### config.mk
export PLATFORM = sky130hd
export DESIGN_NAME = glb_sram_controller
export DESIGN_NICKNAME = d
export VERILOG_FILES = /design/src/verilog/glb_bank_pkg.sv /design/src/verilog/glb_sram_controller.sv
export VERILOG_INCLUDE_DIRS = /design/src /design/src/verilog
export SDC_FILE = /design/constraint.sdc
export NUM_CORES = 1
export LEC_CHECK = 0
export BUFFER_PORTS_ARGS = -buffer_cell sky130_fd_sc_hd__buf_4
export CAP_MARGIN = 15
export CORE_AREA = 2 2 160 162
export CTS_BUF_LIST = sky130_fd_sc_hd__clkbuf_8 sky130_fd_sc_hd__clkbuf_16
export DETAILED_ROUTE_END_ITERATION = 8
export DIE_AREA = 0 0 162 164
export PLACE_DENSITY = 0.48
export SETUP_SLACK_MARGIN = 0.1
export SLEW_MARGIN = 0
export SYNTH_ARGS = -nofsm -noshare
export SYNTH_HDL_FRONTEND = slang
export SYNTH_SLANG_ARGS = --single-unit
### constraint.sdc
create_clock -name clk -period 2.8 [get_ports clk]
set_clock_uncertainty 0.1 [all_clocks]
set_input_delay 0.14 -clock clk [delete_from_list [all_inputs] [get_ports clk]]
set_output_delay 0.14 -clock clk [all_outputs]
set_load 0.02 [all_outputs]
### src/verilog/glb_defines.svh
// global buffer bank parameters
// shared widths for the bank datapath and the configuration port

`ifndef GLB_DEFINES_SVH
`define GLB_DEFINES_SVH

// byte address width of one bank
`define GLB_BANK_ADDR_WIDTH 12

// sram word width
`define GLB_BANK_DATA_WIDTH 64

// byte address bits inside one word
`define GLB_BANK_ADDR_BYTE_OFFSET 3

// configuration half-word width
`define GLB_CONFIG_DATA_WIDTH 32

`endif

### src/verilog/glb_bank_pkg.sv
// global buffer bank types
// host port and sram datapath types

`include "glb_defines.svh"

`default_nettype none

package glb_bank_pkg;

    // host byte address
    typedef logic [`GLB_BANK_ADDR_WIDTH-1:0] bank_addr_t;

    // full word, also used as a per-bit write mask
    typedef logic [`GLB_BANK_DATA_WIDTH-1:0] bank_data_t;

    // word address at the macro, byte offset dropped
    typedef logic [`GLB_BANK_ADDR_WIDTH-`GLB_BANK_ADDR_BYTE_OFFSET-1:0] mem_addr_t;

endpackage

`default_nettype wire

### src/verilog/glb_sram_controller.sv
// sram controller
// turns read and write strobes into macro pins
// keeps the last read word on data_out until the next read

`timescale 1ns/1ps

`include "glb_defines.svh"

`default_nettype none

module glb_sram_controller (
    input  logic                    clk,
    input  logic                    reset,
    input  logic                    ren,
    input  logic                    wen,
    input  glb_bank_pkg::bank_addr_t addr,
    input  glb_bank_pkg::bank_data_t data_in,
    input  glb_bank_pkg::bank_data_t data_in_bit_sel,
    output glb_bank_pkg::bank_data_t data_out,
    output glb_bank_pkg::bank_data_t sram_to_mem_data,
    output glb_bank_pkg::bank_data_t sram_to_mem_bit_sel,
    output logic                    sram_to_mem_cen,
    output logic                    sram_to_mem_wen,
    output glb_bank_pkg::mem_addr_t  sram_to_mem_addr,
    input  glb_bank_pkg::bank_data_t mem_to_sram_data
);

    import glb_bank_pkg::*;

    logic       ren_delay;
    bank_data_t data_out_reg;

    // macro pins straight from the strobes
    assign sram_to_mem_cen = ren | wen;
    assign sram_to_mem_wen = wen;
    // drop byte offset to get the word address
    assign sram_to_mem_addr = addr[`GLB_BANK_ADDR_BYTE_OFFSET +: $bits(mem_addr_t)];
    assign sram_to_mem_data = data_in;
    assign sram_to_mem_bit_sel = data_in_bit_sel;

    always_ff @(posedge clk or posedge reset) begin
        if (reset) begin
            ren_delay <= 1'b0;
            data_out_reg <= '0;
        end else begin
            ren_delay <= ren;
            data_out_reg <= data_out;
        end
    end

    // fresh macro word right after a read, else the held copy
    assign data_out = ren_delay ? mem_to_sram_data : data_out_reg;

    // single port macro, one access per cycle
    assert property (@(posedge clk) disable iff (reset) !(ren && wen));

endmodule

`default_nettype wire

==> flow_metrics.tcl <==
set metrics [dict create \
    status "complete, no violations" \
    r2r_end "data_out_reg[15]" \
    largest_register_ffs 64 \
    cap_violations 0 \
    finalCritPeriodShare_pct 81.7 \
    cp.arrival_ns 2.05 \
    slowest_stage "dfrtp_4" \
    holdPathEnd "sram_to_mem_addr[4]" \
    routed_wl_um 9160 \
    tightest_slew_ns 0.630 \
    path_clk_slew_ns 0.05 \
    ant_nets 0 \
    initial_utilization_pct 15.1 \
    setup_viol 0 \
    min_period_ns 2.29 \
    drc_errors 0 \
    synth.net_count 484 \
    synth_area_leaders "dfrtp_1, buf_4, mux2_4" \
    post_synth_num_cell_types 8 \
    nets 552 \
    finalSetupTns_ns 0 \
    stdcell_area_mm2 0.00501 \
    place_ws_ns 0.837 \
    hold_start "addr[7]" \
    power_density_mw_per_mm2 584 \
    cp_num_buf_inv 2 \
    clockBufferDepth 2 \
    row_count 58 \
    via_per_inst 3.11 \
    grt_pass1_wl_um 13100 \
    drt-initial-drc-count 78 \
    fin_ws_ns 0.513 \
    cp-end-kind "primary output" \
    cp_top_family "flip-flops" \
    num_vias 2110 \
    crit_type "flop to primary output" \
    crit_path_max_incr_delay_ns 0.82 \
    port_buffers 133 \
    syn_avg_cell_area_um2 13.6 \
    wire_per_inst_um 13.5 \
    rr_startpoint "ren_delay" \
    rsz0062_at_grt "false" \
    ir_drop_mv 0.198 \
    clock-sinks 65 \
    synth_top_area_cell "dfrtp_1" \
    syn-cell-area_mm2 0.00375 \
    root_buffer "clkbuf_16" \
    cts_buffers 9 \
    drive_gt1_share_pct 62.8 \
    fp.dieW_um 162 \
    drv_slew 0 \
    dpl-instance-area_mm2 0.00403 \
    cp_max_fo 33 \
    cp.depth 3 \
    worstSetupStartpointType "flop" \
    timing.reg2reg.setup_slack_ns 1.03 \
    cts_max_level 3 \
    synth.ff_latch_count 65 \
    fmax_mhz 437 \
    grt_max_degree 34 \
    relSlewSlack_pct 58.0 \
    postCtsResizedCells 0 \
    core_mm2 0.0248 \
    ys.warnings.count 0 \
    total_power_mw 2.93 \
    grt-ovfl-total 0 \
    grt_pass1_vias 2326 \
    ys_seq_area_share_pct 43.4 \
    clk_latency_ns 0.33 \
    r2r_cells 2 \
    hpwl_um 6320 \
    cts_setup_buffers 0 \
    drt_pass1_iterations 3 \
    crit_required_ns 2.56 \
    routabilityCongestion 0.661 \
    synth_top_area_share_pct 43.4 \
    hold_viol_final 0 \
    min_path_type "input port to primary output" \
    power.leakage_nw 2.36 \
    syn_inst 276 \
    layout_common_cells "buf_4, dlygate4sd3_1, dfrtp_1" \
    grt_util_all_layers_pct 6.76 \
    layout_commonest_cell "buf_4" \
    die_h_um 164 \
    syn_to_final_growth_pct 33.6 \
    dieArea_mm2 0.0266 \
    io_pins 411 \
    crit_chain "buf_12, mux2_4, buf_4" \
    antenna_found_initial 0 \
    cts_tree "built" \
    diodes 0 \
    worstHoldPathCells 0 \
]
layer usage:
layer / global-route usage (%) / vias to the layer above / routed length [um]
li1: - / 891 / -
met1: 6.51 / 1010 / 3110
met2: 10.4 / 125 / 4360
met3: 2.63 / 84 / 804
met4: 7.80 / 0 / 884
met5: 0 / - / 0
power by group:
part | total, mW | leakage (nW) | switching (mW) | internal (mW)
logic | 0.651 | 1.45 | 0.276 | 0.375
clock network | 1.20 | 0.151 | 0.440 | 0.761
registers | 1.07 | 0.759 | 0.0406 | 1.03
total | 2.93 | 2.36 | 0.758 | 2.17
kinds of logic (layout without fill, tap and decap cells):
kind of cell / count (synthesis) / count (layout) / synth area share [%]
buf+inv: 146 / 219 / 31.2
flops: 65 / 65 / 43.4
mux: 64 / 64 / 25.2
simple gates: 1 / 1 / 0.167
cell type report:
type	instances	area, um^2
fill	2649	19800
timing repair buffer	202	1690
sequential	65	1630
multi-input combinational	65	952
tap	330	413
clock buffer	12	267
clock inverter	4	50.0
inverter	1	3.75
cell usage after synthesis:
| master | number |
|---|---|
| buf_4 | 138 |
| dfrtp_1 | 65 |
| mux2_4 | 60 |
| buf_12 | 6 |
| mux2_2 | 4 |
| buf_6 | 1 |
| inv_1 | 1 |
| or2_2 | 1 |
worst reg2reg max path, cell delays in order, from the launching register on:
cell and delay, ns:
dfrtp_4 0.82, buf_12 0.34, mux2_4 0.39
stage by stage:
step                      util (%)  instances  hold slack, ns
after floorplan                  -        276          0.0714
after global placement        16.2        597           0.145
after detailed placement      16.2        597           0.154
after CTS                     20.2        679           0.180
after global routing          20.2        679           0.180
final                         20.2        679           0.180
worst max-delay path by stage:
stage / startpoint / end / slack [ns]
floorplan: reset / data_out_reg[0] / 0.93
global placement: ren_delay / data_out[7] / 0.87
detailed placement: ren_delay / data_out[7] / 0.84
CTS: ren_delay / data_out[45] / 0.47
global route: ren_delay / data_out[21] / 0.41
finish: ren_delay / data_out[11] / 0.51
what timing repair did:
action / 4_1_cts / 5_1_grt
hold buffers: 66 / 0
endpoints found under the hold margin: 87 / 0
endpoints found under the setup margin: 0 / 0
(Power assumes the default switching activity.)
