[config.mk]
export PLATFORM = sky130hd
export DESIGN_NAME = glb_cfg_adapter
export DESIGN_NICKNAME = d
export VERILOG_FILES = /design/src/verilog/glb_bank_pkg.sv /design/src/verilog/glb_cfg_pkg.sv /design/src/verilog/glb_cfg_adapter.sv
export VERILOG_INCLUDE_DIRS = /design/src /design/src/verilog
export SDC_FILE = /design/constraint.sdc
export NUM_CORES = 1
export LEC_CHECK = 0
export ABC_AREA = 1
export BUFFER_PORTS_ARGS = -buffer_cell sky130_fd_sc_hd__buf_2
export CAP_MARGIN = 10
export CORE_AREA = 2 2 106 108
export DETAILED_ROUTE_END_ITERATION = 8
export DIE_AREA = 0 0 108 110
export SETUP_SLACK_MARGIN = 0.5
export SYNTH_ARGS = -nofsm -noshare
export SYNTH_HDL_FRONTEND = slang
export SYNTH_SLANG_ARGS = --single-unit
[constraint.sdc]
create_clock -name clk -period 1.7 [get_ports clk]
set_input_delay 0.17 -clock clk [delete_from_list [all_inputs] [get_ports clk]]
set_output_delay 0.17 -clock clk [all_outputs]
set_load 0.02 [all_outputs]
[src/verilog/glb_defines.svh]
// global buffer bank parameters
// shared widths for the bank datapath and the configuration port

`ifndef GLB_DEFINES_SVH
`define GLB_DEFINES_SVH

// byte address width of one bank
`define GLB_BANK_ADDR_WIDTH 12

// sram word width
`define GLB_BANK_DATA_WIDTH 64

// byte address bits inside one word
`define GLB_BANK_ADDR_BYTE_OFFSET 3

// configuration half-word width
`define GLB_CONFIG_DATA_WIDTH 32

`endif

[src/verilog/glb_bank_pkg.sv]
// global buffer bank types
// host port and sram datapath types

`include "glb_defines.svh"

`default_nettype none

package glb_bank_pkg;

    // host byte address
    typedef logic [`GLB_BANK_ADDR_WIDTH-1:0] bank_addr_t;

    // full word, also used as a per-bit write mask
    typedef logic [`GLB_BANK_DATA_WIDTH-1:0] bank_data_t;

    // word address at the macro, byte offset dropped
    typedef logic [`GLB_BANK_ADDR_WIDTH-`GLB_BANK_ADDR_BYTE_OFFSET-1:0] mem_addr_t;

endpackage

`default_nettype wire

[src/verilog/glb_cfg_pkg.sv]
// global buffer configuration types
// address and data of the half-word configuration port

`include "glb_defines.svh"

`default_nettype none

package glb_cfg_pkg;

    // configuration byte address, bit 2 picks the upper half
    typedef logic [`GLB_BANK_ADDR_WIDTH-1:0] cfg_addr_t;

    // configuration half-word
    typedef logic [`GLB_CONFIG_DATA_WIDTH-1:0] cfg_data_t;

endpackage

`default_nettype wire

[src/verilog/glb_cfg_adapter.sv]
// configuration adapter
// packs half-word writes into masked word writes
// returns the addressed half of a read word

`timescale 1ns/1ps

`include "glb_defines.svh"

`default_nettype none

module glb_cfg_adapter (
    input  logic                    clk,
    input  logic                    reset,
    input  glb_cfg_pkg::cfg_addr_t  config_addr,
    input  glb_cfg_pkg::cfg_data_t  config_wr_data,
    input  logic                    cfg_rd_issue,
    input  glb_bank_pkg::bank_data_t data_out,
    output glb_bank_pkg::bank_data_t cfg_word,
    output glb_bank_pkg::bank_data_t cfg_bit_sel,
    output glb_cfg_pkg::cfg_data_t  config_rd_data
);

    import glb_bank_pkg::*;
    import glb_cfg_pkg::*;

    localparam int HALF_BIT = `GLB_BANK_ADDR_BYTE_OFFSET - 1;
    localparam int CW = `GLB_CONFIG_DATA_WIDTH;

    logic wr_upper;
    logic rd_upper;

    // half select from the byte address
    assign wr_upper = config_addr[HALF_BIT];

    always_comb begin
        if (wr_upper) begin
            cfg_word = {config_wr_data, {CW{1'b0}}};
            cfg_bit_sel = {{CW{1'b1}}, {CW{1'b0}}};
        end else begin
            cfg_word = {{CW{1'b0}}, config_wr_data};
            cfg_bit_sel = {{CW{1'b0}}, {CW{1'b1}}};
        end
    end

    // data shows up a cycle after issue, so keep the half bit
    always_ff @(posedge clk or posedge reset) begin
        if (reset) begin
            rd_upper <= 1'b0;
        end else if (cfg_rd_issue) begin
            rd_upper <= wr_upper;
        end
    end

    assign config_rd_data = rd_upper ? data_out[CW +: CW] : data_out[0 +: CW];

    // two halves make exactly one word
    assert property (@(posedge clk) disable iff (reset)
        $bits(cfg_data_t) * 2 == $bits(bank_data_t));

endmodule

`default_nettype wire

==> run metrics, run 1 <==
Ant. Diodes=0; share of cells above drive strength 1=0.5374; Top Metal Used=met4; period utilization=0.6890; Setup Total Neg Slack=0 ns; gr ovfl total=0; Slew Limit Fails=0; final setup margin=0.5287 ns; leading area contributor after synthesis=buf_4; most instantiated cells after synthesis=131 x nand2_1, 68 x buf_4, 67 x inv_1; CTS Hold Bufs=0; pre-CTS WS=approximately 0.48 ns; initial DRC count=around 110; worst min-delay path class=input port to async pin; ys flop type=dfrtp_1; Syn Std Cell Area=1494 sq um; via count=between 2000 and 2500; Final Hold Vio Count=0; Reg clk slew, reported paths=0 ns; Synth cell types=8; Synth area leaders=buf_4 34%, nand2_1 33%, inv_1 17%; Post-DRT Antenna Nets=0; DRC violations left=0; Mean Syn Cell Area=4.835 sq um; Die Wd=108 um; Leakage=1.974 nW; clock latency on the worst-skew pair=0 ns; CP required=1.53 ns; synthesized instance count=between 300 and 400; Final setup viols=0; Worst Clk Skew=0 ns; Routed WL per cell=7.950 um; Arrival @ worst endpoint=1.00 ns; power density over cell area=381.4 nW/um^2; buffers added on ports=around 260; Critical Path End Type=primary output; slew margin rel.=0.7755; Avg Vias per Cell=roughly 3.3; Synth Register Bits=1; antenna violations before repair=0; Post-synth EDFFs=0; hpwl dp=4185 um; Final Critical Period=between 1 and 1.5 ns; Layout area overhead=62.40%; row count=38; first-pass GRT wire length=6382 um; vias in the first global route=1563; Post-Place Cells=around 630; kind of critical path=register to primary output; die area=around 12000 sq um; First-pass DRT Iterations=4; Initial Utilization=0.1396; maximum VDD drop=0.1497 mV; RSZ-0062 raised after global routing=yes; largest net degree at the start of global routing=59; DR WL met3=751 um; post-synthesis sequential area ratio=0.01675; Async S/R FF share, synth=1.000; Yosys warning count=0; die extent in y=110 um; max FFs per register=1; largest reg by FF count=rd_upper; Final nets=608; syn nets=420; max frequency=about 850 MHz; core area=10700 sq um; Metal-1 WL=1865 um; DR WL met2=~2400 um; top flop regs=rd_upper x1; gpl congestion=0.7128; outcome=complete, no violations; maxcap violations=0; non-filler cells, final=between 600 and 700; Crit Path Max Fanout=16; top-area cell type share of the netlist area=0.3417; Slew @ Worst Pin=0.3361 ns; drt total wl=5048 um; type of origin of the critical path=register; I/O Pins=271; most instantiated library cell after synthesis=nand2_1; total track usage=0.06260; final hold slack=0.005113 ns
-- metal layers --
metal | up-vias | GRT usage
met4 | 0 | 0.002747
li1 | 1159 | -
met5 | - | 0
met3 | 2 | 0.007643
met1 | 799 | 0.06620
met2 | 149 | 0.1357
-- cells by family (layout without fill, tap and decap cells) --
group         after synthesis  in the layout  share of synthesized area
simple gates              163            163                     0.4095
buf+inv                   145            331                     0.5737
flops                       1              1                    0.01675
-- final timing paths --
path | from | cells after the start | endpoint | slack (ns)
max | rd_upper | 4 | config_rd_data[27] | 0.53
min | reset | 2 | rd_upper | 0.005
max reg2reg | rd_upper | 2 | rd_upper | 1.01
min reg2reg | rd_upper | 2 | rd_upper | 0.58
max in group asynchronous | reset | 2 | rd_upper | 1.59
min in group clk | cfg_rd_issue | 3 | rd_upper | 0.39
-- where the power goes --
part	leakage (nW)	switching [mW]	total, mW	internal (mW)
logic	1.96	0.578	0.893	0.315
clock network	0	0	0	0
registers	0.0110	0.00523	0.0320	0.0268
total	1.97	0.583	0.925	0.342
-- placed cells by master (no fill, tap or decap) --
master,netlist,final
clkinv_2,0,1
buf_4,68,1
nand2_1,131,131
buf_2,2,259
buf_12,0,2
inv_1,67,66
clkinv_4,0,1
dfrtp_2,0,1
clkinvlp_4,0,1
nor2_1,32,32
-- layout make-up --
type | instances | area (sq um)
Fill cell | 1287 | 8272
Inverter | 68 | 264.0
Timing Repair Buffer | 262 | 1344
Sequential cell | 1 | 26.28
Tap cell | 140 | 175.2
Multi-Input combinational cell | 163 | 611.8
Timing Repair inverter | 1 | 5.005
-- repair_timing --
item	in CTS	in global routing
endpoints found under the setup margin	2	54
gates cloned	0	1
resized for setup	1	2
buffers inserted	0	0
-- metrics by stage --
stage | power, mW | utilization | area (sq um)
after CTS | 0.9335 | 0.2262 | 2420
after floorplan | 0.6909 | - | 1518
after global placement | 0.9304 | 0.2260 | 2417
after detailed placement | 0.9301 | 0.2260 | 2417
after global routing | 1.013 | 0.2268 | 2426
final | 0.9252 | 0.2268 | 2426
-- critical path: stages (launching register included) --
cell      delay [ns]
dfrtp_2         0.42
clkinv_2        0.25
nand2_1         0.13
nand2_1         0.05
buf_2           0.15
No activity file was read; power rests on OpenSTA's default activity.
==> run 2: changes to the inputs <==
ABC_AREA = 0   (was 1)
CORE_AREA = 2 2 104 106   (was 2 2 106 108)
DIE_AREA = 0 0 106 108   (was 0 0 108 110)
clock period = 1.15 ns   (was 1.7 ns; I/O delays follow)
==> run metrics, run 2 <==
outcome=complete, but fails checks (was complete, no violations); failing checks=negative setup slack; Leakage=2.290 nW (was 1.974 nW); Crit Path Max Fanout=19 (was 16); syn nets=285 (was 420); CP max stage delay=0.40 ns (was 0.42 ns); ys flop type=dfrtp_1 (unchanged); Mean Syn Cell Area=8.629 sq um (was 4.835 sq um); Reg-to-Reg End=rd_upper (unchanged); Area after DPL=2759 sq um (was 2417 sq um); antenna violations before repair=0 (unchanged); gpl congestion=0.7192 (was 0.7128); worst path cell trace=buf_12 -> mux2_4 -> buf_2 (was clkinv_2 -> nand2_1 -> nand2_1 -> buf_2); CP required=1.03 ns (was 1.53 ns); Synth Area in XOR/XNOR=0 (unchanged); Final nets=508 (was 608); first-pass GRT wire length=10040 um (was 6382 um); row count=37 (was 38); drt total wl=7180 um (was 5048 um); max frequency=837.4 MHz; core area=10230 sq um (was 10700 sq um); vias in the first global route=1898 (was 1563); Final setup viols=32 (was 0); Async S/R FF share, synth=1.000 (unchanged); RR Startpoint=rd_upper (unchanged); hpwl dp=5050 um (was 4185 um); Initial Utilization=0.1468 (was 0.1396); hold_sp=cfg_rd_issue; Avg Vias per Cell=3.702 (was 3.321); Yosys warning count=0 (unchanged); via count=1966 (was 2109); buffers added on ports=259 (unchanged); post-route cell area=4257 sq um (was 2426 sq um); largest reg by FF count=rd_upper (unchanged); I/O Pins=271 (unchanged); kind of critical path=register to primary output (unchanged); First-pass DRT Iterations=4 (unchanged); synthesized instance count=174 (was 309); slew margin rel.=0.8413 (was 0.7755); Final Critical Period=1.194 ns; Synth Area in Simple Gates=0.2700 (was 0.4095); type of origin of the critical path=register (unchanged); initial DRC count=35 (was 106); period utilization=1.038; share of cells above drive strength 1=0.9848 (was 0.5374); Critical Path End Type=primary output (unchanged); largest net degree at the start of global routing=20 (was 59); top-area cell type share of the netlist area=0.3150 (was 0.3417); Worst Clk Skew=0 ns (unchanged); Slew Limit Fails=0 (unchanged); Slew @ Worst Pin=0.2376 ns (was 0.3361 ns); gr ovfl total=0 (unchanged); maxcap violations=0 (unchanged); Reg clk slew, reported paths=0 ns (about the same); Buf/Inv on CP=2 (unchanged); Top delay family on crit path=flip-flops (unchanged); largest family of logic cells by synthesized area=buffers and inverters (unchanged); hold path cells=2; Synth cell types=12 (was 8); Arrival @ worst endpoint=1.08 ns (was 1.00 ns); leading area contributor after synthesis=buf_4 (unchanged); Syn Std Cell Area=1501 sq um (was 1494 sq um); multiplexer area fraction after synthesis=0.3200 (was 0); Routed WL per cell=13.52 um (was 7.950 um); Final Hold Vio Count=0 (unchanged); commonest non-fill, non-tap cell in the layout=buf_2 (unchanged); Ant. Diodes=0 (unchanged); DRC violations left=0 (unchanged); Post-Place Cells=507 (was 634); Post-synth EDFFs=0 (unchanged); Layout area overhead=183.5% (was 62.40%); power density over cell area=530.6 nW/um^2 (was 381.4 nW/um^2); max FFs per register=1 (unchanged); total power=2.258 mW (was 925.2 uW); die extent in y=108 um (was 110 um); post-synthesis compound-gate area fraction=0 (unchanged); commonest non-fill, non-tap cells in the layout=126 x buf_2, 100 x buf_6, 42 x buf_8, 32 x mux2_4, 32 x and2_4 (was 259 x buf_2, 131 x nand2_1, 66 x inv_1, 32 x nor2_1, 2 x buf_12); final setup margin=-0.04421 ns (was 0.5287 ns); total track usage=0.1092 (was 0.06260); top flop regs=rd_upper x1 (unchanged); clock latency on the worst-skew pair=0 ns (about the same); r2r setup slk=0.15 ns (was 1.01 ns); RSZ-0062 raised after global routing=yes (unchanged); Post-DRT Antenna Nets=0 (unchanged); most instantiated library cell after synthesis=buf_4 (was nand2_1); die area=11450 sq um (was 11880 sq um); worst min-delay path class=input port to register (was input port to async pin); most instantiated cells after synthesis=63 x buf_4, 32 x and2_1, 29 x mux2_4 (was 131 x nand2_1, 68 x buf_4, 67 x inv_1); Synth Register Bits=1 (unchanged); Synth area leaders=buf_4 32%, mux2_4 29%, and2_1 13% (was buf_4 34%, nand2_1 33%, inv_1 17%); final hold slack=0.3729 ns (was 0.005113 ns); Synth Area in Adders=0 (unchanged); Reg2Reg Depth=2 (unchanged); Die Wd=106 um (was 108 um); slowest CP cell=dfrtp_2 (unchanged); post-synthesis sequential area ratio=0.01667 (was 0.01675); maximum VDD drop=0.2621 mV (was 0.1497 mV); WHS Endpoint=rd_upper; non-filler cells, final=531 (was 635)
## run 2: stage by stage
step                utilization  TNS [ns]  setup WS [ns]
finish                   0.4160   -0.8953       -0.04421
global route             0.4160    -1.888       -0.08245
global placement         0.2697    -2.699       -0.05761
CTS                      0.3946    -1.317       -0.05335
detailed placement       0.2697    -4.506        -0.1035
floorplan                     -         0        0.03110
## run 2: where the power goes
group	leakage (nW)	internal [mW]	switching, mW
Combinational	2.28	1.25	0.965
Sequential	0.0107	0.0401	0.00690
Clock	0	0	0
Total	2.29	1.29	0.972
## run 2: cells by family after synthesis
group | after synthesis
buffers and inverters | 76
flip-flops | 1
multiplexers | 33
AND/OR/NAND/NOR | 64
## run 2: worst register-to-register path, stage by stage, from the launching register on
cell     delay (ns)
dfrtp_2        0.43
buf_4          0.18
mux2_2         0.26
## run 2: how the worst max path moves through the flow
stage / endpoint / from / cells after the start / slack [ns]
6_report: config_rd_data[9] / rd_upper / 3 / -0.04
5_1_grt: config_rd_data[9] / rd_upper / 3 / -0.08
4_1_cts: config_rd_data[19] / rd_upper / 3 / -0.05
3_5_place_dp: cfg_bit_sel[8] / config_addr[2] / 3 / -0.10
3_3_place_gp: cfg_bit_sel[2] / config_addr[2] / 3 / -0.06
2_1_floorplan: cfg_bit_sel[10] / config_addr[2] / 4 / 0.03
## run 2: routing by layer
| metal | track usage | share of wire | vias up |
|---|---|---|---|
| met3 | 0.02471 | 0.10 | 2 |
| met5 | 0 | 0 | - |
| met2 | 0.2235 | 0.55 | 152 |
| met4 | 0.009398 | 0.0082 | 0 |
| met1 | 0.1173 | 0.33 | 883 |
| li1 | - | - | 929 |
## run 2: timing repair
action                                  CTS  global route
hold endpoints to repair                  1             0
pin swaps                                 3             4
resized for setup                       316            56
hold buffers                              1             0
endpoints found under the setup margin  161           135
setup buffers                             9             3
gates cloned                             11             0
## run 2: final cells by class
cell class	instances	area [sq um]
Fill cell	965	5974
Sequential cell	1	26.28
Multi-Input combinational cell	97	1181
Tap cell	136	170.2
Inverter	2	11.26
Timing Repair Buffer	293	2853
Timing Repair inverter	2	15.01
