File: src/verilog/glb_defines.svh
// global buffer bank parameters
// shared widths for the bank datapath and the configuration port

`ifndef GLB_DEFINES_SVH
`define GLB_DEFINES_SVH

// byte address width of one bank
`define GLB_BANK_ADDR_WIDTH 12

// sram word width
`define GLB_BANK_DATA_WIDTH 64

// byte address bits inside one word
`define GLB_BANK_ADDR_BYTE_OFFSET 3

// configuration half-word width
`define GLB_CONFIG_DATA_WIDTH 32

`endif

File: src/verilog/glb_bank_pkg.sv
// global buffer bank types
// host port and sram datapath types

`include "glb_defines.svh"

`default_nettype none

package glb_bank_pkg;

    // host byte address
    typedef logic [`GLB_BANK_ADDR_WIDTH-1:0] bank_addr_t;

    // full word, also used as a per-bit write mask
    typedef logic [`GLB_BANK_DATA_WIDTH-1:0] bank_data_t;

    // word address at the macro, byte offset dropped
    typedef logic [`GLB_BANK_ADDR_WIDTH-`GLB_BANK_ADDR_BYTE_OFFSET-1:0] mem_addr_t;

endpackage

`default_nettype wire

File: src/verilog/glb_cfg_pkg.sv
// global buffer configuration types
// address and data of the half-word configuration port

`include "glb_defines.svh"

`default_nettype none

package glb_cfg_pkg;

    // configuration byte address, bit 2 picks the upper half
    typedef logic [`GLB_BANK_ADDR_WIDTH-1:0] cfg_addr_t;

    // configuration half-word
    typedef logic [`GLB_CONFIG_DATA_WIDTH-1:0] cfg_data_t;

endpackage

`default_nettype wire

File: src/verilog/glb_bank_ctrl.sv
// bank control
// arbitrates host against configuration access to the sram
// configuration always wins and stalls the host for that cycle

`timescale 1ns/1ps

`include "glb_defines.svh"

`default_nettype none

module glb_bank_ctrl (
    input  logic                    clk,
    input  logic                    reset,
    input  logic                    host_ren,
    input  logic                    host_wen,
    input  glb_bank_pkg::bank_addr_t host_addr,
    input  glb_bank_pkg::bank_data_t host_data,
    input  glb_bank_pkg::bank_data_t host_bit_sel,
    input  logic                    config_en,
    input  logic                    config_wr,
    input  logic                    config_rd,
    input  glb_cfg_pkg::cfg_addr_t  config_addr,
    input  glb_bank_pkg::bank_data_t cfg_word,
    input  glb_bank_pkg::bank_data_t cfg_bit_sel,
    output logic                    ren,
    output logic                    wen,
    output glb_bank_pkg::bank_addr_t addr,
    output glb_bank_pkg::bank_data_t data_in,
    output glb_bank_pkg::bank_data_t data_in_bit_sel,
    output logic                    host_stall,
    output logic                    host_rd_valid,
    output logic                    config_rd_valid,
    output logic                    cfg_rd_issue
);

    import glb_bank_pkg::*;

    logic cfg_active;
    logic cfg_wr_act;
    logic cfg_rd_act;

    // write wins if both config strobes are up
    assign cfg_wr_act = config_en & config_wr;
    assign cfg_rd_act = config_en & config_rd & ~config_wr;
    assign cfg_active = cfg_wr_act | cfg_rd_act;

    // host strobe is dropped while config owns the sram
    assign host_stall = cfg_active;
    assign cfg_rd_issue = cfg_rd_act;

    always_comb begin
        if (cfg_active) begin
            ren = cfg_rd_act;
            wen = cfg_wr_act;
            addr = bank_addr_t'(config_addr);
            data_in = cfg_word;
            // reads never touch memory bits
            data_in_bit_sel = cfg_wr_act ? cfg_bit_sel : '0;
        end else begin
            ren = host_ren;
            wen = host_wen;
            addr = host_addr;
            data_in = host_data;
            data_in_bit_sel = host_bit_sel;
        end
    end

    // remember who issued the read, valid comes one cycle later
    always_ff @(posedge clk or posedge reset) begin
        if (reset) begin
            host_rd_valid <= 1'b0;
            config_rd_valid <= 1'b0;
        end else begin
            host_rd_valid <= host_ren & ~cfg_active;
            config_rd_valid <= cfg_rd_act;
        end
    end

    // host side must not mix strobes
    assert property (@(posedge clk) disable iff (reset) !(host_ren && host_wen));

    // one read per cycle at the sram, so only one valid follows
    assert property (@(posedge clk) disable iff (reset) !(host_rd_valid && config_rd_valid));

endmodule

`default_nettype wire

File: config.mk
export PLATFORM = sky130hd
export DESIGN_NAME = glb_bank_ctrl
export DESIGN_NICKNAME = d
export VERILOG_FILES = /design/src/verilog/glb_bank_pkg.sv /design/src/verilog/glb_cfg_pkg.sv /design/src/verilog/glb_bank_ctrl.sv
export VERILOG_INCLUDE_DIRS = /design/src /design/src/verilog
export SDC_FILE = /design/constraint.sdc
export NUM_CORES = 1
export LEC_CHECK = 0
export BUFFER_PORTS_ARGS = -buffer_cell sky130_fd_sc_hd__buf_2
export CAP_MARGIN = 20
export CORE_AREA = 2 2 170 172
export CTS_CLUSTER_DIAMETER = 80
export DETAILED_ROUTE_END_ITERATION = 8
export DIE_AREA = 0 0 172 174
export PLACE_DENSITY = 0.33
export SLEW_MARGIN = 25
export SYNTH_ARGS = -nofsm -noshare
export SYNTH_HDL_FRONTEND = slang
export SYNTH_SLANG_ARGS = --single-unit
File: constraint.sdc
create_clock -name clk -period 2.2 [get_ports clk]
set_input_delay 0.22 -clock clk [delete_from_list [all_inputs] [get_ports clk]]
set_output_delay 0.22 -clock clk [all_outputs]
set_load 0.03 [all_outputs]
==> results of run 1 <==
[final cells by class]
class / count / area, sq um
Timing Repair Buffer: 441 / 2290
Clock buffer: 3 / 75.1
Fill cell: 3286 / 23900
Tap cell: 384 / 480
Inverter: 2 / 7.51
Multi-Input combinational cell: 148 / 1470
Sequential cell: 2 / 50.0
[cell families after synthesis]
logic type             count (synthesis)  synth area share (%)
AO/OA/AOI/OAI                         67                  35.5
AND/OR/NAND/NOR                        5                  1.45
buffers and inverters                 24                  7.72
multiplexers                          76                  52.3
flip-flops                             2                  3.06
[state kept, by name, indices dropped and copies added (netlist names)]
register and flops:
host_rd_valid 1, config_rd_valid 1
[layer usage]
metal	up-vias	track usage (%)
li1	1551	-
met4	0	0.420
met2	255	16.3
met3	6	1.53
met5	-	0
met1	1421	7.19
[power groups by stage]
stage | Combinational [mW] | Clock [mW] | Sequential (mW)
floorplan | 0.783 | 0 | 0.0437
global placement | 1.33 | 0 | 0.0410
detailed placement | 1.32 | 0 | 0.0412
CTS | 1.32 | 0.280 | 0.0408
global route | 1.39 | 0.282 | 0.0407
finish | 1.31 | 0.274 | 0.0403
[cell usage after synthesis]
library cell  number  area share, %
a22o_1            64             34
mux2_2            62             43
buf_2             17            5.2
mux2_1            14            9.6
and2_1             2           0.76
buf_4              2           0.92
clkbuf_1           2           0.46
dfrtp_1            2            3.1
inv_1              2           0.46
nor2_1             2           0.46
a21o_1             1           0.46
a21oi_1            1           0.31
buf_6              1           0.69
nand2_1            1           0.23
o21ai_2            1           0.53
[cell usage in the layout, fill, tap and decap left out]
| cell | Yosys | layout |
|---|---|---|
| nand2_1 | 1 | 1 |
| nor2_1 | 2 | 2 |
| a21oi_1 | 1 | 1 |
| inv_1 | 2 | 2 |
| mux2_2 | 62 | 62 |
| buf_2 | 17 | 432 |
| a21o_1 | 1 | 1 |
| and2_1 | 2 | 1 |
| clkbuf_16 | 0 | 3 |
| buf_12 | 0 | 5 |
| and2_2 | 0 | 1 |
| a22o_1 | 64 | 64 |
| mux2_1 | 14 | 14 |
| dlygate4sd3_1 | 0 | 1 |
| o21ai_4 | 0 | 1 |
| dfrtp_1 | 2 | 2 |
| buf_4 | 2 | 3 |
[through the flow]
step                std cells  hold slack, ns  setup slack [ns]  power, mW  utilization [%]
finish                    980           0.275             0.440       1.62             15.5
CTS                       980           0.263             0.435       1.64             15.5
detailed placement        976          0.0727             0.438       1.36             15.2
floorplan                 174         -0.0388             0.780      0.827                -
global placement          976          0.0758             0.447       1.37             15.2
global route              980           0.272             0.382       1.71             15.5
[final timing paths]
path | from | end | slack (ns) | cells after the start
min in group asynchronous | reset | host_rd_valid$_DFF_PP0_ | 0.41 | 3
min | config_wr | config_rd_valid$_DFF_PP0_ | 0.27 | 2
max in group asynchronous | reset | config_rd_valid$_DFF_PP0_ | 1.68 | 3
max | config_rd | data_in[26] | 0.44 | 6
[what timing repair did]
item / in CTS / in global routing
endpoints found under the hold margin: 2 / 0
resized for setup: 0 / 0
hold buffers: 1 / 0
==> metrics.yaml, run 1 <==
drt_iter0_markers: 72
final_hold_viol_count: 0
drt_drc_violations_left: 0
crit_chain: "buf_2 > o21ai_4 > buf_12 > buf_12 > mux2_2 > buf_2"
cp_top_family: "buffers and inverters"
fp-row-count: 62
p_per_area_nw_per_um2: 371
grt_pass1_wl_microns: 17000
routed.top_layer: "met4"
dr_wl_met2_microns: 7100
gr-total-overflow: 0
tritoncts: "built"
cts.htree.levels: 1
slowest_delay_ns: 0.36
synth_cell_types: 15
routed_wl_microns: 13100
coreArea_sq_um: 28200
yosys_register_bits: 2
comb_power_share_pct: 80.6
cp_data_required_time_ns: 1.98
tightest_slew_ns: 0.336
internal_power_mw: 0.803
period_needed_ns: 1.76
dpl_cell_area_sq_um: 4290
routed_via_density: 3.30
rsz0062_at_grt: "false"
netlist_area_sq_um: 1640
io_pins: 433
n_antenna_cell: 0
p_leak_nw: 2.42
syn2layout_area_growth_pct: 167
status: "completed"
cts-buffers-inserted: 3
ys_seq_area_share_pct: 3.06
synth_area_per_cell_sq_um: 9.41
setup_viol: 0
cts.clk_slew.worst_paths_ns: 0.03
p_seq_share_pct: 2.5
dr.pass1.iters: 4
min_path_type: "in2reg"
vias: 3233
timing.slew.headroom_pct: 77.6
critPathArrivalTime_ns: 1.54
endpoint_kind: "output port"
finalSetupTns_ns: 0
cts-root-buf: "clkbuf_16"
antenna_left: 0
fin_crit_sh_pct: 80.0
numPortBuffers: 432
grt_max_degree: 68
dieArea_sq_um: 29900
cts_sinks: 2
synthCells: 174
cts_max_path_buffers: 2
critical_path_class: "in2out"
post_cts_buffers: 0
fin_nets: 885
wire_per_inst_microns: 13.4
m1WireLength_microns: 4640
max_cap_viol_count: 0
slew_violations: 0
dr_wl_met3_microns: 1330
clockPowerShare_pct: 16.9
fmax_ghz: 0.568
grt_antenna_before_repair: 2
grt_usage_pct: 7.47
peakVddDrop_v: 0.000236
p_sw_mw: 0.820
grt_pass1_vias: 3101
fp.dieW_microns: 172
start_kind: "primary input"
start_util_pct: 5.80
place_hpwl_microns: 11800
drive_gt1_share_pct: 85.1
synth-warning-count: 0
cp_slowest_cell: "mux2_2"
worst-path-max-fanout: 31
path_buf_inv: 4
stdcell_area_sq_um: 4380
fp.dieH_microns: 174
synthesis.nets: 461
gp_congestion: 0.760
p_sw_share_pct: 50.5
Note: power is estimated with default switching activity, not from simulation.
==> run 2, diff against run 1 <==
CORE_AREA = 2 2 168 170   (was 2 2 170 172)
DIE_AREA = 0 0 170 172   (was 0 0 172 174)
clock period = 1.8 ns   (was 2.2 ns; I/O delays follow)
==> metrics.yaml, run 2 (synthesis gave the netlist of run 1 again) <==
cts_sinks: 2  # unchanged
wire_per_inst_microns: 18.0  # was 13.4 microns
comb_power_share_pct: 81.1  # was 80.6%
ctsHoldBuffers: 1  # unchanged
hold_ws_ns: 0.215  # was 0.275 ns
grt_pass1_vias: 3247  # was 3,101
finalSetupTns_ns: 0  # unchanged
grt_pass1_wl_microns: 21800  # was 17,000 microns
drt_drc_violations_left: 0  # unchanged
grt_antenna_before_repair: 6  # was 2
drt_iter0_markers: 70  # was 72
start_util_pct: 5.96  # was 5.80%
dr.pass1.iters: 4  # unchanged
final_hold_viol_count: 0  # unchanged
slew_violations: 0  # unchanged
dieArea_sq_um: 29200  # was 29,900 sq um
start_kind: "primary input"  # unchanged
fp-row-count: 61  # was 62
numPortBuffers: 432  # unchanged
fp.dieW_microns: 170  # was 172 microns
fp.dieH_microns: 172  # was 174 microns
status: "completed"  # unchanged
coreArea_sq_um: 27500  # was 28,200 sq um
timing.slew.headroom_pct: 74.7  # was 77.6%
p_sw_share_pct: 50.8  # was 50.5%
tightest_slew_ns: 0.379  # was 0.336 ns
grt_max_degree: 66  # was 68
cts.htree.levels: 1  # unchanged
largestRegisters: "config_rd_valid (1), host_rd_valid (1)"  # unchanged
drive_gt1_share_pct: 85.2  # was 85.1%
cts-root-buf: "clkbuf_16"  # unchanged
routed_via_density: 3.46  # was 3.30
dp_cells: 944  # was 976
layoutNonFillerInstCount: 951  # was 980
endpoint_kind: "output port"  # unchanged
gr-total-overflow: 0  # unchanged
fillers: 3185  # was 3,286
critical_path_class: "in2out"  # unchanged
cts.clk_slew.worst_paths_ns: 0.03  # about the same
p_seq_share_pct: 2.4  # was 2.5%
cts-buffers-inserted: 3  # unchanged
p_sw_mw: 1.03  # was 0.820 mW
critPathArrivalTime_ns: 1.50  # was 1.54 ns
p_per_area_nw_per_um2: 461  # was 371 nW/um^2
clockPowerShare_pct: 16.5  # was 16.9%
min_path_type: "in2reg"  # unchanged
fmax_ghz: 0.594
place_hpwl_microns: 15900  # was 11,800 microns
antenna_left: 0  # unchanged
seq_area_sq_um: 50.0  # unchanged
cp_data_required_time_ns: 1.62  # was 1.98 ns
cts-resized-gates: 0  # unchanged
peakVddDrop_v: 0.000240  # was 0.000236 V
routed_wl_microns: 17200  # was 13,100 microns
stdcell_area_sq_um: 4410  # was 4380 sq um
setup_viol: 0  # unchanged
layout_common_cells: "buf_2 (432), a22o_1 (64), mux2_2 (62), mux2_1 (14)"  # was buf_2 (432), a22o_1 (64), mux2_2 (62), mux2_1 (14), buf_12 (5)
fin_crit_sh_pct: 93.6
rsz0062_at_grt: "false"  # unchanged
tritoncts: "built"  # unchanged
p_leak_nw: 2.46  # was 2.42 nW
grt_usage_pct: 10.4  # was 7.47%
worst-path-max-fanout: 65  # was 31
syn2layout_area_growth_pct: 169  # was 167%
fin_nets: 891  # was 885
multiInputGateArea_sq_um: 1470  # unchanged
cts_max_path_buffers: 2  # unchanged
io_pins: 433  # unchanged
period_needed_ns: 1.68
post_cts_buffers: 0  # unchanged
final_common_cell: "buf_2"  # unchanged
dpl_cell_area_sq_um: 4320  # was 4290 sq um
max_cap_viol_count: 0  # unchanged
vias: 3290  # was 3,233
gp_congestion: 0.776  # was 0.760
internal_power_mw: 0.999  # was 0.803 mW
[run 2: path summary, 6_finish.rpt]
check	startpoint	to	slack (ns)	cells after the start
max in group asynchronous	reset	config_rd_valid$_DFF_PP0_	1.31	3
min in group asynchronous	reset	host_rd_valid$_DFF_PP0_	0.37	3
worst max-delay path	config_rd	addr[9]	0.12	5
worst min-delay path	host_ren	host_rd_valid$_DFF_PP0_	0.22	2
[run 2: per-layer routing]
layer  part of all wire, %  vias to the layer above  GRT usage [%]  routed length (microns)
li1                      -                     1567              -                        -
met1                    41                     1459           12.4                     7070
met2                    47                      258           18.6                     8040
met3                    12                        6           3.87                     2000
met4                  0.27                        0          0.669                       47
met5                     0                        -              0                        0
[run 2: power by group through the flow]
stage / sequential, mW / combinational (mW) / clock (mW)
3_3_place_gp: 0.0485 / 1.67 / 0
5_1_grt: 0.0482 / 1.75 / 0.344
4_1_cts: 0.0481 / 1.67 / 0.341
2_1_floorplan: 0.0535 / 0.957 / 0
6_report: 0.0480 / 1.65 / 0.336
3_5_place_dp: 0.0485 / 1.66 / 0
[run 2: layout make-up]
cell class              instances  share of cell area [%]
repair buffers                447                    53.6
clock buffers                   3                    1.70
inverters                       2                   0.170
diodes                          3                   0.170
flip-flops and latches          2                    1.14
multi-input cells             148                    33.4
well taps                     346                    9.82
[run 2: per-stage QoR]
stage          setup slack, ns  util [%]  power (mW)
4_1_cts                  0.114      16.0        2.06
5_1_grt                 0.0981      16.0        2.14
3_5_place_dp             0.119      15.7        1.71
6_report                 0.115      16.0        2.03
3_3_place_gp             0.112      15.7        1.72
2_1_floorplan            0.460         -        1.01
[run 2: critical path, cell delays in order]
cell	delay [ns]
buf_2	0.14
o21ai_4	0.22
buf_12	0.27
mux2_1	0.42
buf_2	0.20
==> run 3, diff against run 2 <==
ABC_AREA = 1   (was default)
CTS_BUF_LIST = sky130_fd_sc_hd__clkbuf_16   (was default)
PLACE_DENSITY = 0.35   (was 0.33)
==> metrics.yaml, run 3 <==
cts_max_path_buffers: 2  # unchanged
drt_iter0_markers: 156  # was 70
largestRegisters: "config_rd_valid (1), host_rd_valid (1)"  # unchanged
synthArstFlopShare_pct: 100  # unchanged
drive_gt1_share_pct: 50.9  # was 85.2%
layout_common_cells: "buf_2 (432), nand2_1 (283), nand3_1 (141), buf_12 (6)"  # was buf_2 (432), a22o_1 (64), mux2_2 (62), mux2_1 (14)
hold_ws_ns: 0.216  # was 0.215 ns
wire_per_inst_microns: 12.1  # was 18.0 microns
start_kind: "primary input"  # unchanged
rsz0062_at_grt: "false"  # unchanged
post_cts_buffers: 0  # unchanged
io_pins: 433  # unchanged
cts.htree.levels: 1  # unchanged
n_antenna_cell: 0  # was 3
p_sw_mw: 1.22  # was 1.03 mW
grt_pass1_vias: 4074  # was 3,247
yosys_register_bits: 2  # unchanged
clockPowerShare_pct: 15.3  # was 16.5%
grt_max_degree: 78  # was 66
synth_area_leader_cell: "nand2_1"  # was mux2_2
worst-path-max-fanout: 77  # was 65
critPathArrivalTime_ns: 1.35  # was 1.50 ns
internal_power_mw: 0.932  # was 0.999 mW
coreArea_sq_um: 27500  # unchanged
synth-warning-count: 0  # unchanged
setup_viol: 0  # unchanged
drt_drc_violations_left: 0  # unchanged
fin_crit_sh_pct: 85.3  # was 93.6%
fp-row-count: 61  # unchanged
vias: 4572  # was 3,290
finalSetupTns_ns: 0  # unchanged
critical_path_class: "in2out"  # unchanged
post-place-ws_ns: 0.302  # was 0.119 ns
final_common_cell: "buf_2"  # unchanged
cts.clk_slew.worst_paths_ns: 0.03  # about the same
comb_power_share_pct: 82.5  # was 81.1%
start_util_pct: 7.54  # was 5.96%
tightest_slew_ns: 0.436  # was 0.379 ns
gp_congestion: 0.763  # was 0.776
cts-resized-gates: 0  # unchanged
synthCells: 478  # was 174
cp_data_required_time_ns: 1.62  # about the same
peakVddDrop_v: 0.000250  # was 0.000240 V
max_cap_viol_count: 0  # unchanged
routed_wl_microns: 14800  # was 17,200 microns
gr-total-overflow: 0  # unchanged
antenna_left: 0  # unchanged
finish.utilization_pct: 17.0  # was 16.0%
dieArea_sq_um: 29200  # unchanged
timing.slew.headroom_pct: 70.9  # was 74.7%
p_sw_share_pct: 56.7  # was 50.8%
final_hold_viol_count: 0  # unchanged
cts-buffers-inserted: 3  # unchanged
numPortBuffers: 432  # unchanged
cts-root-buf: "clkbuf_16"  # unchanged
syn2layout_area_growth_pct: 126  # was 169%
endpoint_kind: "output port"  # unchanged
yosys.area.top_type_share_pct: 51.5  # was 42.6%
netlist_area_sq_um: 2070  # was 1640 sq um
p_per_area_nw_per_um2: 461  # about the same
slew_violations: 0  # unchanged
synth_cell_types: 12  # was 15
synth_enable_flop_cells: 0  # unchanged
tritoncts: "built"  # unchanged
fmax_ghz: 0.652  # was 0.594 GHz
grt_usage_pct: 8.56  # was 10.4%
fp.dieW_microns: 170  # unchanged
synth_area_per_cell_sq_um: 4.33  # was 9.41 sq um
routed_via_density: 3.74  # was 3.46
yosys-top-cells-count: "nand2_1 (284), nand3_1 (141), buf_2 (27)"  # was a22o_1 (64), mux2_2 (62), buf_2 (17)
ctsHoldBuffers: 1  # unchanged
p_seq_share_pct: 2.2  # was 2.4%
fp.dieH_microns: 172  # unchanged
dp_cells: 1219  # was 944
synth.top_cells.by_area: "nand2_1 (51%), nand3_1 (34%), buf_2 (6.5%)"  # was mux2_2 (43%), a22o_1 (34%), mux2_1 (9.6%)
ys_seq_area_share_pct: 2.42  # was 3.06%
yosys_most_used_dff: "dfrtp_1"  # unchanged
p_leak_nw: 3.12  # was 2.46 nW
fin_nets: 1166  # was 891
status: "completed"  # unchanged
setup_slack_ns: 0.265  # was 0.115 ns
synthesis.nets: 765  # was 461
place_hpwl_microns: 11700  # was 15,900 microns
fillers: 3243  # was 3,185
yosysMostFrequentCell: "nand2_1"  # was a22o_1
cts_sinks: 2  # unchanged
layoutNonFillerInstCount: 1223  # was 951
min_path_type: "in2reg"  # unchanged
dr.pass1.iters: 4  # unchanged
period_needed_ns: 1.53  # was 1.68 ns
grt_pass1_wl_microns: 20000  # was 21,800 microns
grt_antenna_before_repair: 0  # was 6
[run 3: cell types whose count changed after synthesis, moves of 2 or more]
cell      previous run  this run
a22o_1              64         0
and2_1               2         0
buf_1                0         6
buf_2               17        27
clkbuf_1             2         7
mux2_1              14         0
mux2_2              62         0
nand2_1              1       284
nand2_2              0         2
nand3_1              0       141
[run 3: kinds of logic (layout without fill, tap and decap cells)]
| kind of cell | count (synthesis) | after routing | synth area share (%) |
|---|---|---|---|
| buf+inv | 48 | 447 | 11.2 |
| flops | 2 | 2 | 2.42 |
| simple gates | 428 | 428 | 86.3 |
[run 3: per-stage QoR]
| stage | area (sq um) | power [mW] |
|---|---|---|
| finish | 4670 | 2.15 |
| global route | 4670 | 2.32 |
| detailed placement | 4590 | 1.84 |
| global placement | 4590 | 1.86 |
| CTS | 4670 | 2.18 |
| floorplan | 2070 | 1.12 |
[run 3: power by group through the flow]
stage / combinational (mW) / clock [mW] / sequential [mW]
2_1_floorplan: 1.07 / 0 / 0.0537
3_3_place_gp: 1.81 / 0 / 0.0489
3_5_place_dp: 1.79 / 0 / 0.0487
4_1_cts: 1.79 / 0.335 / 0.0482
5_1_grt: 1.92 / 0.344 / 0.0486
6_report: 1.77 / 0.330 / 0.0481
[run 3: worst paths after layout]
kind / start / end / slack (ns) / depth (start not counted)
setup / recovery: config_en / data_in[7] / 0.27 / 7
hold / removal: host_ren / host_rd_valid$_DFF_PP0_ / 0.22 / 3
max in group asynchronous: reset / host_rd_valid$_DFF_PP0_ / 1.32 / 3
min in group asynchronous: reset / config_rd_valid$_DFF_PP0_ / 0.37 / 3
[run 3: area by class of cell]
cell class	count	area (sq um)	area share (%)
well taps	346	433	9.26
inverters	4	15.0	0.321
repair buffers	440	2300	49.2
flip-flops and latches	2	50.0	1.07
clock buffers	3	75.1	1.61
multi-input cells	428	1800	38.5
[run 3: critical path, cell delays in order]
cell	delay [ns]
buf_2	0.13
nand2_4	0.09
nand2_2	0.10
buf_12	0.25
nand2_1	0.19
nand2_1	0.09
buf_2	0.19
[run 3: per-layer routing]
metal	vias up	routed length, microns	global-route usage, %
met2	286	7710	17.2
met4	0	487	3.49
met1	1938	5370	8.98
met5	-	0	0
li1	2326	-	-
met3	22	1200	1.01
